--- src/include/conv_params.svh ---
`ifndef CONV_PARAMS_SVH
`define CONV_PARAMS_SVH

//////////////////////////////////////////////////
// screen geometry
//////////////////////////////////////////////////

// pixels per line
`define SCREEN_W 16
// lines per frame
`define SCREEN_H 12

//////////////////////////////////////////////////
// datapath widths
//////////////////////////////////////////////////

// unsigned camera pixel
`define PIXEL_W 8
// signed kernel coefficient
`define COEF_W 4
// signed adder result, wide enough for any 3x3 sum
`define SUM_W 16

// window side in pixels
`define KERNEL_DIM 3
// kernels in the bank
`define NUM_KERNELS 2

`endif

--- src/logic/stream_pkg.sv ---
`include "conv_params.svh"

// types that describe the raster video stream
package stream_pkg;

  // one pixel of the incoming raster
  typedef logic [`PIXEL_W-1:0] pixel_t;

  // screen column
  typedef logic [$clog2(`SCREEN_W)-1:0] coord_x_t;

  // screen row
  typedef logic [$clog2(`SCREEN_H)-1:0] coord_y_t;

  // pixels in one window
  localparam int WIN_TAPS = `KERNEL_DIM * `KERNEL_DIM;

  // 3x3 window
  // tap 0 is top-left, row-major order
  // tap WIN_TAPS-1 is the newest pixel
  typedef pixel_t [WIN_TAPS-1:0] window_t;

endpackage

--- src/logic/kernel_pkg.sv ---
`include "conv_params.svh"

// types and coefficients of the kernel bank
package kernel_pkg;

  import stream_pkg::*;

  // signed kernel weight
  typedef logic signed [`COEF_W-1:0] coef_t;

  // nine weights in window tap order
  typedef coef_t [WIN_TAPS-1:0] kernel_t;

  // one adder tree result
  typedef logic signed [`SUM_W-1:0] sum_t;

  // one sum per kernel, kernel 0 in the low bits
  typedef sum_t [`NUM_KERNELS-1:0] sum_vec_t;

  //////////////////////////////////////////////////
  // fixed kernel table
  //////////////////////////////////////////////////

  // each pattern lists tap 8 first, tap 0 last
  localparam kernel_t KERNELS [`NUM_KERNELS] = '{
    // kernel 0 laplacian edge detect
    // sign flipped so the centre weight fits in 4 bits
    '{ 1,  1,  1,
       1, -8,  1,
       1,  1,  1 },
    // kernel 1 horizontal sobel
    // bottom row positive, top row negative
    '{ 1,  2,  1,
       0,  0,  0,
      -1, -2, -1 }
  };

endpackage

--- src/logic/feature_if.sv ---
`timescale 1ns/1ps

// per-kernel sums from the execute stage
interface feature_if
  import stream_pkg::*;
  import kernel_pkg::*;
();

  logic     valid;
  // bottom-right coordinate of the source window
  coord_x_t x;
  coord_y_t y;
  // raw tree sums, kernel 0 lowest
  sum_vec_t sums;

  modport source (output valid, output x, output y, output sums);
  modport sink (input valid, input x, input y, input sums);

endinterface

--- src/logic/window_if.sv ---
`timescale 1ns/1ps

// 3x3 window from the decode stage
interface window_if
  import stream_pkg::*;
();

  // one strobe per complete window
  logic     valid;
  // window pixels, tap 0 top-left
  window_t  win;
  // bottom-right pixel of the window
  coord_x_t x;
  coord_y_t y;

  // window control tags the window
  modport ctrl (output valid, output x, output y);
  // buffer supplies the pixels
  modport buffer (output win);
  // execute stage reads everything
  modport sink (input valid, input win, input x, input y);

endinterface

--- src/logic/conv_top.sv ---
`timescale 1ns/1ps
`include "conv_params.svh"

module conv_top
  import stream_pkg::*;
(
  input  logic                              clock,
  input  logic                              rst,
  // raster input
  input  logic                              pixel_valid,
  input  coord_x_t                          screen_x,
  input  coord_y_t                          screen_y,
  input  pixel_t                            pixel,
  // feature map output
  output logic                              out_valid,
  output coord_x_t                          out_x,
  output coord_y_t                          out_y,
  output logic [`NUM_KERNELS*`PIXEL_W-1:0] out_pixels
);

  // decode stage wires
  logic     shift;
  coord_x_t col;

  // stage buses
  window_if  win_bus ();
  feature_if feat_bus ();

  //////////////////////////////////////////////////
  // decode
  //////////////////////////////////////////////////

  window_ctrl window_ctrl_inst (
    .clock       (clock),
    .rst         (rst),
    .pixel_valid (pixel_valid),
    .screen_x    (screen_x),
    .screen_y    (screen_y),
    .shift       (shift),
    .col         (col),
    .win         (win_bus.ctrl)
  );

  window_buffer window_buffer_inst (
    .clock (clock),
    .pixel (pixel),
    .shift (shift),
    .col   (col),
    .win   (win_bus.buffer)
  );

  // execute
  mult_adder mult_adder_inst (
    .clock (clock),
    .rst   (rst),
    .win   (win_bus.sink),
    .feat  (feat_bus.source)
  );

  // result
  rect_linear rect_linear_inst (
    .clock      (clock),
    .rst        (rst),
    .feat       (feat_bus.sink),
    .out_valid  (out_valid),
    .out_x      (out_x),
    .out_y      (out_y),
    .out_pixels (out_pixels)
  );

endmodule

--- src/logic/mult_adder.sv ---
`timescale 1ns/1ps
`include "conv_params.svh"

module mult_adder
  import stream_pkg::*;
  import kernel_pkg::*;
(
  input  logic      clock,
  input  logic      rst,
  window_if.sink    win,
  feature_if.source feat
);

  // tags beside the product registers
  logic     valid_s1;
  coord_x_t x_s1;
  coord_y_t y_s1;

  // combinational sum of each kernel
  sum_vec_t tree_vec;

  //////////////////////////////////////////////////
  // valid and coordinate delay
  //////////////////////////////////////////////////

  always_ff @(posedge clock) begin
    if (rst) begin
      valid_s1   <= 1'b0;
      feat.valid <= 1'b0;
    end else begin
      valid_s1   <= win.valid;
      feat.valid <= valid_s1;
    end
  end

  // coordinates follow the same two steps
  always_ff @(posedge clock) begin
    x_s1   <= win.x;
    y_s1   <= win.y;
    feat.x <= x_s1;
    feat.y <= y_s1;
  end

  //////////////////////////////////////////////////
  // one tree per kernel
  //////////////////////////////////////////////////

  for (genvar k = 0; k < `NUM_KERNELS; k++) begin : g_tree
    sum_t prod_q [WIN_TAPS];

    // stage one
    // pixel zero-extended before the signed multiply
    always_ff @(posedge clock) begin
      for (int t = 0; t < WIN_TAPS; t++) begin
        prod_q[t] <= sum_t'($signed({1'b0, win.win[t]})) * sum_t'(KERNELS[k][t]);
      end
    end

    // add all nine products
    always_comb begin
      tree_vec[k] = '0;
      for (int t = 0; t < WIN_TAPS; t++) begin
        tree_vec[k] = tree_vec[k] + prod_q[t];
      end
    end
  end

  // stage two registers every kernel sum
  always_ff @(posedge clock) begin
    feat.sums <= tree_vec;
  end

endmodule

--- src/logic/rect_linear.sv ---
`timescale 1ns/1ps
`include "conv_params.svh"

module rect_linear
  import stream_pkg::*;
  import kernel_pkg::*;
(
  input  logic                              clock,
  input  logic                              rst,
  feature_if.sink                           feat,
  output logic                              out_valid,
  output coord_x_t                          out_x,
  output coord_y_t                          out_y,
  output logic [`NUM_KERNELS*`PIXEL_W-1:0] out_pixels
);

  // brightest pixel expressed as a sum
  localparam sum_t PIX_MAX = sum_t'((1 << `PIXEL_W) - 1);

  pixel_t [`NUM_KERNELS-1:0] clamped;

  // relu then saturate to pixel range
  always_comb begin
    for (int k = 0; k < `NUM_KERNELS; k++) begin
      if (feat.sums[k] < 0) begin
        clamped[k] = '0;
      end else if (feat.sums[k] > PIX_MAX) begin
        clamped[k] = '1;
      end else begin
        clamped[k] = feat.sums[k][`PIXEL_W-1:0];
      end
    end
  end

  always_ff @(posedge clock) begin
    if (rst) begin
      out_valid <= 1'b0;
    end else begin
      out_valid <= feat.valid;
    end
  end

  // result payload
  always_ff @(posedge clock) begin
    out_x      <= feat.x;
    out_y      <= feat.y;
    out_pixels <= clamped;
  end

endmodule

--- src/logic/window_buffer.sv ---
`timescale 1ns/1ps
`include "conv_params.svh"

module window_buffer
  import stream_pkg::*;
(
  input  logic     clock,
  input  pixel_t   pixel,
  input  logic     shift,
  input  coord_x_t col,
  window_if.buffer win
);

  //////////////////////////////////////////////////
  // line memories
  //////////////////////////////////////////////////

  // two lines above the current pixel
  pixel_t line_top [`SCREEN_W];
  pixel_t line_mid [`SCREEN_W];

  // column read out of both lines
  pixel_t top_rd;
  pixel_t mid_rd;

  // 3x3 register window
  window_t window_q;

  // asynchronous read at the current column
  assign top_rd = line_top[col];
  assign mid_rd = line_mid[col];

  // each line moves up by one at this column
  // middle line takes the new pixel
  always_ff @(posedge clock) begin
    if (shift) begin
      line_top[col] <= mid_rd;
      line_mid[col] <= pixel;
    end
  end

  //////////////////////////////////////////////////
  // sliding window
  //////////////////////////////////////////////////

  always_ff @(posedge clock) begin
    if (shift) begin
      // every row moves one tap left
      for (int r = 0; r < `KERNEL_DIM; r++) begin
        for (int c = 0; c < `KERNEL_DIM - 1; c++) begin
          window_q[r*`KERNEL_DIM + c] <= window_q[r*`KERNEL_DIM + c + 1];
        end
      end
      // new column enters on the right
      window_q[`KERNEL_DIM - 1]   <= top_rd;
      window_q[2*`KERNEL_DIM - 1] <= mid_rd;
      window_q[WIN_TAPS - 1]      <= pixel;
    end
  end

  assign win.win = window_q;

endmodule

--- src/logic/window_ctrl.sv ---
`timescale 1ns/1ps
`include "conv_params.svh"

module window_ctrl
  import stream_pkg::*;
(
  input  logic     clock,
  input  logic     rst,
  input  logic     pixel_valid,
  input  coord_x_t screen_x,
  input  coord_y_t screen_y,
  output logic     shift,
  output coord_x_t col,
  window_if.ctrl   win
);

  // first column and row that close a full window
  localparam coord_x_t FIRST_X = coord_x_t'(`KERNEL_DIM - 1);
  localparam coord_y_t FIRST_Y = coord_y_t'(`KERNEL_DIM - 1);

  logic x_ok;
  logic y_ok;
  logic full_window;

  //////////////////////////////////////////////////
  // position decode
  //////////////////////////////////////////////////

  // enough columns to the left in this line
  assign x_ok = (screen_x >= FIRST_X);
  // two finished lines above
  assign y_ok = (screen_y >= FIRST_Y);
  assign full_window = x_ok && y_ok;

  // buffer steps on every accepted pixel
  assign shift = pixel_valid;
  // line memories indexed by column
  assign col = screen_x;

  //////////////////////////////////////////////////
  // window tagging
  //////////////////////////////////////////////////

  // valid lines up with the window register update
  always_ff @(posedge clock) begin
    if (rst) begin
      win.valid <= 1'b0;
    end else begin
      win.valid <= pixel_valid && full_window;
    end
  end

  // coordinates held until the next pixel
  always_ff @(posedge clock) begin
    if (pixel_valid) begin
      win.x <= screen_x;
      win.y <= screen_y;
    end
  end

endmodule

--- config.mk ---
export PLATFORM = sky130hd
export DESIGN_NAME = conv_top
export DESIGN_NICKNAME = d
export VERILOG_FILES = /design/src/logic/stream_pkg.sv /design/src/logic/kernel_pkg.sv /design/src/logic/feature_if.sv /design/src/logic/window_if.sv /design/src/logic/conv_top.sv /design/src/logic/mult_adder.sv /design/src/logic/rect_linear.sv /design/src/logic/window_buffer.sv /design/src/logic/window_ctrl.sv
export VERILOG_INCLUDE_DIRS = /design/src /design/src/include
export SDC_FILE = /design/constraint.sdc
export NUM_CORES = 1
export LEC_CHECK = 0
export ABC_AREA = 0
export BUFFER_PORTS_ARGS = -buffer_cell sky130_fd_sc_hd__buf_2
export CAP_MARGIN = 15
export CORE_MARGIN = 1.5
export CORE_UTILIZATION = 30
export DETAILED_ROUTE_END_ITERATION = 12
export PLACE_DENSITY = 0.53
export SYNTH_ARGS = -nofsm -noshare
export SYNTH_HDL_FRONTEND = slang
export SYNTH_SLANG_ARGS = --single-unit
export TNS_END_PERCENT = 50
--- constraint.sdc ---
create_clock -name clock -period 4.2 [get_ports clock]
set_input_delay 0.21 -clock clock [delete_from_list [all_inputs] [get_ports clock]]
set_output_delay 0.21 -clock clock [all_outputs]
set_load 0.1 [all_outputs]
==> impl_metrics.py, run 1 <==
metrics = {
    "clock_tree": {
        "cts_buffers": 57,
        "cts_tree": "built",
        "worstSkewPairLatency_ns": 0.63,
        "htreeDepth": 2,
        "clk_pin_slew_ns": 0.06,
        "cts_root_buf": "clkbuf_16",
        "cts_buffer_depth": 3,
        "clock-sinks": 529,
    },
    "place": {
        "dp_hpwl_mm": 26.7,
        "pre_cts_slack_ns": -0.173,
        "portBuffers": 43,
        "placedInstanceArea_sq_um": 22300,
        "place_inst": 2204,
        "globalplace.congestion": 0.742,
    },
    "grt": {
        "grt_pass1_wl_mm": 60.8,
        "grt_pass1_vias": 10400,
        "grt_usage_pct": 11.3,
        "overflow": 0,
        "antenna_found_initial": 0,
        "grt_max_degree": 57,
    },
    "synthesis": {
        "yosysTopAreaCell": "edfxtp_1",
        "synthesis.area_sq_um": 20800,
        "ys_seq_area_share_pct": 67.2,
        "synth_edf_count": 336,
        "synth-main-ff-cell": "edfxtp_1",
        "syn-num-nets": 1371,
        "ys_seq_elements": 529,
        "synth_top_area_share_pct": 48.6,
        "yosysMostFrequentCell": "edfxtp_1",
        "synth_area_leaders": "edfxtp_1 (49%), dfxtp_1 (19%), fa_1 (8.7%)",
        "synthArstFlopShare_pct": 0,
        "ys_warn_count": 0,
        "synthCells": 1209,
        "synth_cell_types": 48,
        "syn_area_per_cell_sq_um": 17.2,
        "yosys-top-cells-count": "edfxtp_1 (336), dfxtp_1 (193), inv_1 (192)",
    },
    "timing": {
        "fin_ws_ns": 0.0423,
        "rsz0062_at_grt": "yes",
        "relSlewSlack_pct": 27.7,
        "fin_skew_ns": 0.0295,
        "finalCritPeriodShare_pct": 99.0,
        "final_max_slew_viol_count": 0,
        "fmax_mhz": 241,
        "setup-violations-final": 0,
        "hold_viol_final": 0,
        "hold_ws_ns": 0.0913,
        "fin_crit_ns": 4.16,
        "tightest_slew_ns": 1.08,
    },
    "critical_path": {
        "cp_common_cell": "fa_1",
        "path_class": "reg2reg",
        "worstPathArrival_ns": 4.66,
        "start_kind": "flop",
        "path_cells": "inv_2 -> fa_1 -> inv_1 -> fa_1 -> fa_1 -> inv_2 -> fa_1 -> inv_1 -> ha_2 -> inv_2 -> fa_2 -> nor2b_1 -> o31a_1 -> o2111ai_2 -> a211oi_2 -> o211ai_1 -> xnor2_1",
        "worstPathRequired_ns": 4.70,
        "cp_max_fo": 2,
        "max_stage_delay_ns": 0.53,
        "end_kind": "flop",
        "critPathSlowestCell": "fa_1",
    },
    "power": {
        "power.leakage_nw": 9.32,
        "power_mw": 15.6,
        "peakVddDrop_mv": 0.574,
        "p_per_area_nw_per_um2": 637,
    },
    "die": {
        "start_util_pct": 30.3,
        "fp.dieW_microns": 266,
        "die_height_microns": 266,
        "die_area_sq_um": 70800,
        "fp-row-count": 96,
        "io_pins": 44,
        "coreArea_sq_um": 68600,
    },
    "route": {
        "antenna_left": 0,
        "drcViolationCount": 0,
        "wl_per_cell_microns": 16.9,
        "dr_total_vias": 9826,
        "via_per_inst": 4.22,
        "drt_iter0_drc": 558,
        "drt_pass1_iterations": 5,
        "wl_mm": 39.3,
    },
    "finish": {
        "layout-drive-gt1-share_pct": 16.2,
        "stdcell_area_sq_um": 24500,
        "final_nets": 1508,
        "finalNonFillerCells": 2326,
        "area_growth_pct": 17.9,
    },
    "job": {
        "cap_violations": 0,
    },
    "worst_hold_path": {
        "hp-class": "in2reg",
    },
    "run_status": {
        "status": "finished, final reports clean",
    },
}
-- power by group --
group	internal, mW	switching, mW
registers	6.04	0.170
logic	1.80	2.50
clock network	2.99	2.09
total	10.8	4.76
-- cells by family after synthesis --
logic type,count (synthesis),synth area share (%)
AND/OR/NAND/NOR,128,3.05
AO/OA/AOI/OAI,67,2.10
adder cells (fa/ha/maj),143,11.9
flip-flops,529,67.2
XOR/XNOR,48,2.02
multiplexers,80,9.58
buffers and inverters,214,4.20
-- critical path: cells and delay by family, from the launching register on --
family | cells | cell delay [ns]
AO/OA/AOI/OAI | 4 | 0.76
XOR/XNOR | 1 | 0.14
flip-flops | 1 | 0.32
AND/OR/NAND/NOR | 1 | 0.14
buffers and inverters | 5 | 0.23
adder cells (fa/ha/maj) | 6 | 2.45
-- final timing paths --
path / start / endpoint / slack [ns] / depth (start not counted)
worst min register to register: mult_adder_inst.feat.y[0]$_DFF_P_ / rect_linear_inst.out_y[0]$_DFF_P_ / 0.32 / 0
worst max-delay path: mult_adder_inst.g_tree[0].prod_q[0][34]$_DFF_P_ / mult_adder_inst.feat.sums[14]$_DFF_P_ / 0.04 / 17
worst max register to register: mult_adder_inst.g_tree[0].prod_q[0][34]$_DFF_P_ / mult_adder_inst.feat.sums[14]$_DFF_P_ / 0.04 / 17
worst min-delay path: pixel_valid / window_buffer_inst.win.win[27]$_DFFE_PP_ / 0.09 / 1
-- cell type report --
type | instances | area [sq um]
antenna | 1 | 2.50
clock buffer | 72 | 1540
clock inverter | 35 | 403
fill | 6510 | 44100
inverter | 192 | 721
multi-input combinational | 466 | 6020
sequential | 529 | 14000
tap | 931 | 1160
timing repair buffer | 100 | 681
-- state kept, by name, indices dropped and copies added (netlist names), 16 cells and up --
| signal | cells |
|---|---|
| rect_linear_inst.out_pixels | 16 |
| window_buffer_inst.line_mid | 128 |
| mult_adder_inst.feat.sums | 32 |
| window_buffer_inst.line_top | 128 |
| window_buffer_inst.win.win | 72 |
| mult_adder_inst.g_tree.prod_q | 117 |
-- cell usage in the layout (no fill, tap or decap), drive strengths merged, types with 3 or more instances in the layout --
cell,synthesis,routed
bufinv,0,6
nor2,38,38
nor4,8,8
mux4,80,80
nand3b,5,5
o21ai,8,8
or4,3,3
clkbuf,10,72
a21o,9,9
o21a,6,6
clkinv,0,25
a21oi,28,28
inv,192,194
nand2,31,31
nor3,15,15
fa,90,90
ha,53,53
nor2b,6,6
and3,3,3
buf,12,87
nand3,8,8
xor2,9,9
dlygate4sd3,0,13
edfxtp,336,336
dfxtp,193,193
xnor2,39,39
-- stage by stage --
step                setup TNS [ns]  utilization, %
global placement            -0.310            32.6
floorplan                        0               -
detailed placement          -0.284            32.6
finish                           0            35.7
global route                -0.211            35.7
CTS                       -0.00633            35.6
-- routing by layer --
metal | wire (microns) | vias up | part of all wire, % | GRT usage, %
met1 | 17500 | 4990 | 44 | 14.5
met5 | 0 | - | 0 | 0
met2 | 19200 | 174 | 49 | 19.2
li1 | - | 4587 | - | -
met3 | 1650 | 75 | 4.2 | 2.38
met4 | 985 | 0 | 2.5 | 3.44
-- what timing repair did --
item,4_1_cts,5_1_grt
pin swaps,6,16
buffers inserted,0,1
gates resized for setup,3,13
endpoints found under the hold margin,144,0
setup endpoints to repair,3,6
hold buffers,13,0
Power figures use the tool's default switching activity.
==> run 2: changes to the inputs <==
--- a/config.mk
+++ b/config.mk
@@ -12,7 +12,8 @@
 export CORE_MARGIN = 1.5
 export CORE_UTILIZATION = 30
 export DETAILED_ROUTE_END_ITERATION = 12
-export PLACE_DENSITY = 0.53
+export GPL_ROUTABILITY_DRIVEN = 0
+export PLACE_DENSITY = 0.51
 export SYNTH_ARGS = -nofsm -noshare
 export SYNTH_HDL_FRONTEND = slang
 export SYNTH_SLANG_ARGS = --single-unit
==> constraint.sdc (replaced) <==
create_clock -name clock -period 4.95 [get_ports clock]
set_input_delay 0.2475 -clock clock [delete_from_list [all_inputs] [get_ports clock]]
set_output_delay 0.2475 -clock clock [all_outputs]
set_load 0.1 [all_outputs]
==> impl_metrics.py, run 2 (same netlist as run 1, synthesis figures left out) <==
metrics = {
    "grt": {
        "grt_use_met2_pct": 19.3,
        "grt_pass1_wl_mm": 60.9,
        "grt_pass1_vias": 10300,
        "globalRouteMet1Util_pct": 14.8,
        "grt_util_met3_pct": 2.03,
        "grt_usage_pct": 11.4,
        "grt_max_degree": 51,
        "antenna_found_initial": 0,
        "overflow": 0,
        "grt_most_used_layer": "met2",
    },
    "place": {
        "dp_hpwl_mm": 26.4,
        "place_inst": 2182,
        "portBuffers": 43,
    },
    "timing": {
        "final_max_slew_viol_count": 0,
        "fin_tns_setup_ns": 0,
        "finalCritPeriodShare_pct": 89.5,
        "fmax_mhz": 226,
        "fin_crit_ns": 4.43,
        "rsz0062_at_grt": "no",
        "tightest_slew_ns": 0.992,
        "fin_skew_ns": 0.0244,
        "hold_viol_final": 0,
        "setup-violations-final": 0,
        "relSlewSlack_pct": 33.6,
    },
    "route": {
        "drt_iter0_drc": 510,
        "dr_total_vias": 9688,
        "antenna_left": 0,
        "drcViolationCount": 0,
        "via_per_inst": 4.22,
        "wl_mm": 39.7,
        "wl_per_cell_microns": 17.3,
        "drt_pass1_iterations": 5,
    },
    "clock_tree": {
        "cts_tree": "built",
        "cts_root_buf": "clkbuf_16",
        "hold_buffers": 11,
        "cts_buffer_depth": 3,
        "cts_buffers": 57,
        "clock-sinks": 529,
        "clk_pin_slew_ns": 0.06,
        "ctsResizeCount": 0,
        "worstSkewPairLatency_ns": 0.63,
        "postCtsSetupBuffers": 0,
        "htreeDepth": 2,
    },
    "critical_path": {
        "reg2reg_from": "mult_adder_inst.g_tree[0].prod_q[0][2]$_DFF_P_",
        "worstPathRequired_ns": 5.45,
        "cp_max_fo": 3,
        "end_kind": "flop",
        "timing.rr.end": "mult_adder_inst.feat.sums[14]$_DFF_P_",
        "r2r_cells": 17,
        "start_kind": "flop",
        "rrSetupSlack_ns": 0.52,
        "worstPathArrival_ns": 4.93,
        "path_class": "reg2reg",
    },
    "power": {
        "internal_power_mw": 8.96,
        "clkPwrFrac_pct": 33.2,
        "seqPwrFrac_pct": 40.8,
        "p_per_area_nw_per_um2": 533,
        "netSwitchingPower_mw": 3.95,
        "power_mw": 12.9,
        "peakVddDrop_mv": 0.414,
        "power.leakage_nw": 9.20,
        "pwr-share-comb_pct": 26.0,
        "swShare_pct": 30.6,
    },
    "die": {
        "coreArea_sq_um": 68600,
        "fp.dieW_microns": 266,
        "die_height_microns": 266,
        "die_area_sq_um": 70800,
        "io_pins": 44,
        "start_util_pct": 30.3,
        "fp-row-count": 96,
    },
    "finish": {
        "multi_input_area_sq_um": 5970,
        "layout-drive-gt1-share_pct": 14.1,
        "finalNonFillerCells": 2298,
        "area_growth_pct": 16.5,
        "most-common-layout-cells": "edfxtp_1 (336), dfxtp_1 (193), inv_1 (192), fa_1 (90), clkbuf_16 (60)",
        "diodes": 0,
        "register_area_sq_um": 14000,
        "reg.largest.list": "window_buffer_inst.line_mid x128, window_buffer_inst.line_top x128, mult_adder_inst.g_tree.prod_q x117",
        "final_nets": 1483,
        "final_common_cell": "edfxtp_1",
        "nFillCells": 6520,
    },
    "worst_hold_path": {
        "hp-start": "pixel[0]",
        "holdPathStages": 1,
        "min_to": "window_buffer_inst.line_mid[15][0]$_DFFE_PP_",
        "hp-class": "in2reg",
    },
    "run_status": {
        "status": "finished, final reports clean",
    },
    "job": {
        "cap_violations": 0,
    },
}
## run 2: worst max path at each step
| stage | start | endpoint |
|---|---|---|
| final | mult_adder_inst.g_tree[0].prod_q[0][2]$_DFF_P_ | mult_adder_inst.feat.sums[14]$_DFF_P_ |
| after CTS | mult_adder_inst.g_tree[0].prod_q[0][2]$_DFF_P_ | mult_adder_inst.feat.sums[14]$_DFF_P_ |
| after global placement | mult_adder_inst.g_tree[0].prod_q[0][2]$_DFF_P_ | mult_adder_inst.feat.sums[14]$_DFF_P_ |
| after detailed placement | mult_adder_inst.g_tree[0].prod_q[0][2]$_DFF_P_ | mult_adder_inst.feat.sums[14]$_DFF_P_ |
| after global routing | mult_adder_inst.g_tree[0].prod_q[0][2]$_DFF_P_ | mult_adder_inst.feat.sums[14]$_DFF_P_ |
| after floorplan | mult_adder_inst.g_tree[0].prod_q[0][2]$_DFF_P_ | mult_adder_inst.feat.sums[14]$_DFF_P_ |
## run 2: power by group through the flow
stage	combinational, mW	sequential, mW	clock, mW
floorplan	2.25	5.82	0
global placement	3.39	5.36	0
detailed placement	3.40	5.37	0
CTS	3.43	5.28	4.42
global route	3.81	5.31	4.58
finish	3.36	5.27	4.28
## run 2: worst max-delay path: stages (launching register included)
cell	delay [ns]
dfxtp_1	0.31
inv_1	0.05
fa_1	0.53
inv_1	0.06
fa_1	0.50
fa_1	0.54
inv_1	0.05
fa_1	0.46
inv_1	0.06
ha_1	0.16
inv_1	0.06
fa_1	0.40
nor2b_1	0.16
o31a_1	0.19
o2111ai_1	0.15
a211oi_1	0.33
o211ai_1	0.16
xnor2_1	0.14
## run 2: final cells by class
class | count | area share, %
clock buffer | 77 | 6.67
clock inverter | 28 | 1.21
inverter | 192 | 2.98
multi-input combinational | 466 | 24.7
sequential | 529 | 57.7
tap | 931 | 4.81
timing repair buffer | 75 | 2.02
## run 2: per-stage QoR
stage	setup slack [ns]	utilization (%)	hold WS, ns	cell area, sq um
2_1_floorplan	0.764	-	0.310	20800
3_3_place_gp	0.526	32.3	0.311	22200
3_5_place_dp	0.506	32.3	0.312	22200
4_1_cts	0.481	35.3	0.00136	24200
5_1_grt	0.285	35.3	0.0295	24200
6_report	0.521	35.3	0.0304	24200
## run 2: routing by layer
layer  wire length, microns  vias to the layer above
met3                   1280                       82
met5                      0                        -
met1                  18000                     4934
met4                   1020                        0
met2                  19500                      134
li1                       -                     4538
==> run 3: changes to the inputs <==
--- a/config.mk
+++ b/config.mk
@@ -9,12 +9,13 @@
 export ABC_AREA = 0
 export BUFFER_PORTS_ARGS = -buffer_cell sky130_fd_sc_hd__buf_2
 export CAP_MARGIN = 15
-export CORE_MARGIN = 1.5
+export CORE_MARGIN = 2
 export CORE_UTILIZATION = 30
 export DETAILED_ROUTE_END_ITERATION = 12
 export GPL_ROUTABILITY_DRIVEN = 0
 export PLACE_DENSITY = 0.51
 export SYNTH_ARGS = -nofsm -noshare
 export SYNTH_HDL_FRONTEND = slang
+export SYNTH_HIERARCHICAL = 1
 export SYNTH_SLANG_ARGS = --single-unit
 export TNS_END_PERCENT = 50
==> impl_metrics.py, run 3 <==
metrics = {
    "run_status": {
        "status": "finished, final reports clean",
    },
    "route": {
        "wl_per_cell_microns": 18.1,
        "via_per_inst": 4.42,
        "drcViolationCount": 0,
        "drt_iter0_drc": 599,
        "antenna_left": 0,
        "dr_total_vias": 10000,
        "drt_pass1_iterations": 5,
        "wl_mm": 41.1,
    },
    "synthesis": {
        "synthesis.area_sq_um": 20700,
        "synth_area_leaders": "edfxtp_1 (49%), dfxtp_1 (19%), fa_1 (8.7%)",
        "ys_seq_elements": 529,
        "synth_edf_count": 336,
        "synthArstFlopShare_pct": 0,
        "synth-main-ff-cell": "edfxtp_1",
        "synth_top_area_share_pct": 48.8,
        "syn_area_per_cell_sq_um": 16.6,
        "ys_warn_count": 6,
        "syn-num-nets": 1406,
        "yosysMostFrequentCell": "edfxtp_1",
        "synthCells": 1244,
        "yosys-top-cells-count": "edfxtp_1 (336), dfxtp_1 (193), inv_1 (158)",
        "synth_cell_types": 56,
        "ys_seq_area_share_pct": 67.5,
        "yosysTopAreaCell": "edfxtp_1",
    },
    "place": {
        "portBuffers": 43,
        "pre_cts_slack_ns": 0.630,
        "placedInstanceArea_sq_um": 22000,
        "place_inst": 2162,
        "dp_hpwl_mm": 27.3,
    },
    "job": {
        "cap_violations": 0,
    },
    "power": {
        "seqPwrFrac_pct": 41.0,
        "internal_power_mw": 8.92,
        "power.leakage_nw": 8.95,
        "swShare_pct": 31.2,
        "pwr-share-comb_pct": 27.8,
        "p_per_area_nw_per_um2": 543,
        "power_mw": 13.0,
        "peakVddDrop_mv": 0.372,
        "netSwitchingPower_mw": 4.04,
        "clkPwrFrac_pct": 31.2,
    },
    "finish": {
        "final_common_cell": "edfxtp_1",
        "area_growth_pct": 15.4,
        "finish.utilization_pct": 34.8,
        "reg.largest.list": "window_buffer_inst/line_mid x128, window_buffer_inst/line_top x128, mult_adder_inst/g_tree.prod_q x117",
        "finalNonFillerCells": 2269,
        "layout-drive-gt1-share_pct": 15.6,
        "final_nets": 1504,
        "stdcell_area_sq_um": 23900,
        "most-common-layout-cells": "edfxtp_1 (336), dfxtp_1 (193), inv_1 (158), fa_1 (90)",
        "nFillCells": 6548,
    },
    "die": {
        "fp.dieW_microns": 267,
        "io_pins": 44,
        "start_util_pct": 30.2,
        "die_height_microns": 267,
        "die_area_sq_um": 71000,
        "coreArea_sq_um": 68500,
        "fp-row-count": 96,
    },
    "clock_tree": {
        "cts_buffer_depth": 3,
        "postCtsSetupBuffers": 0,
        "cts_buffers": 52,
        "cts_tree": "built",
        "clock-sinks": 529,
        "htreeDepth": 2,
        "worstSkewPairLatency_ns": 0.61,
        "cts_root_buf": "clkbuf_16",
        "clk_pin_slew_ns": 0.06,
    },
    "critical_path": {
        "r2r_cells": 15,
        "critPathBufInv": 4,
        "max_stage_delay_ns": 0.56,
        "cp_max_fo": 3,
        "path_depth": 15,
        "start_kind": "flop",
        "rrSetupSlack_ns": 0.62,
        "cp_common_cell": "fa_1",
        "timing.rr.end": "mult_adder_inst/feat.sums[10]$_DFF_P_",
        "path_delay_family": "adder cells",
        "crit_path_end": "mult_adder_inst/feat.sums[10]$_DFF_P_",
        "end_kind": "flop",
        "worstPathArrival_ns": 4.81,
        "critPathSlowestCell": "fa_1",
        "reg2reg_from": "mult_adder_inst/g_tree[0].prod_q[0][2]$_DFF_P_",
        "worstPathRequired_ns": 5.44,
        "path_cells": "inv_1 -> fa_1 -> inv_1 -> fa_1 -> fa_1 -> inv_1 -> fa_1 -> inv_1 -> ha_1 -> fa_1 -> a211oi_1 -> o21ai_0 -> a21oi_1 -> a21oi_1 -> xor2_1",
        "crit_start": "mult_adder_inst/g_tree[0].prod_q[0][2]$_DFF_P_",
        "path_class": "reg2reg",
    },
    "timing": {
        "hold_viol_final": 0,
        "fin_tns_setup_ns": 0,
        "hold_ws_ns": 0.0407,
        "fin_skew_ns": 0.0291,
        "setup-violations-final": 0,
        "final_max_slew_viol_count": 0,
        "fin_ws_ns": 0.621,
        "rsz0062_at_grt": "no",
        "tightest_slew_ns": 1.04,
        "fmax_mhz": 231,
        "finalCritPeriodShare_pct": 87.4,
        "relSlewSlack_pct": 30.5,
        "fin_crit_ns": 4.33,
    },
    "worst_hold_path": {
        "hp-class": "in2reg",
        "hp-start": "pixel[7]",
    },
    "grt": {
        "overflow": 0,
        "grt_pass1_vias": 10700,
        "grt_max_degree": 74,
        "grt_pass1_wl_mm": 63.6,
        "grt_usage_pct": 11.9,
        "antenna_found_initial": 4,
    },
}
==> run 3: how the worst min path moves through the flow <==
stage	end	cells after the start
2_1_floorplan	mult_adder_inst/feat.x[0]$_DFF_P_	0
3_3_place_gp	mult_adder_inst/feat.x[0]$_DFF_P_	0
3_5_place_dp	rect_linear_inst/out_y[2]$_DFF_P_	0
4_1_cts	window_buffer_inst/line_mid[7][7]$_DFFE_PP_	1
5_1_grt	window_buffer_inst/line_mid[2][7]$_DFFE_PP_	1
6_report	window_buffer_inst/line_mid[12][7]$_DFFE_PP_	1
==> run 3: layer usage <==
metal	global-route usage [%]	share of wire [%]
met3	1.96	3.9
met1	15.2	44
met2	20.6	50
met5	0	0
met4	3.55	1.9
==> run 3: final cells by class <==
cell class              count  area, sq um  share of cell area [%]
flip-flops and latches    529        14000                    58.5
inverters                 158          593                    2.49
repair buffers             76          488                    2.05
clock buffers              77         1530                    6.43
clock inverters            21          241                    1.01
diodes                      1         2.50                  0.0105
well taps                 882         1100                    4.63
multi-input cells         525         5940                    24.9
==> run 3: cell families (layout without fill, tap and decap cells) <==
kind of cell / Yosys count / count (layout) / share of synthesized area, %
compound gates: 103 / 103 / 3.35
fa+ha+maj: 143 / 143 / 11.9
flops: 529 / 529 / 67.5
other cells: 0 / 1 / 0
mux: 65 / 65 / 7.26
buf+inv: 190 / 332 / 3.91
xor+xnor: 49 / 49 / 2.08
simple gates: 165 / 165 / 4.00
==> run 3: power groups by stage <==
stage	Sequential, mW	Clock, mW	Combinational [mW]
final	5.31	4.05	3.60
after global routing	5.35	4.33	4.12
after CTS	5.32	4.17	3.68
after detailed placement	5.41	0	3.65
after global placement	5.41	0	3.63
after floorplan	5.83	0	2.46
==> run 3: repair_timing <==
action	in CTS	in global routing
resized for setup	0	0
endpoints found under the hold margin	18	0
hold buffers	8	0
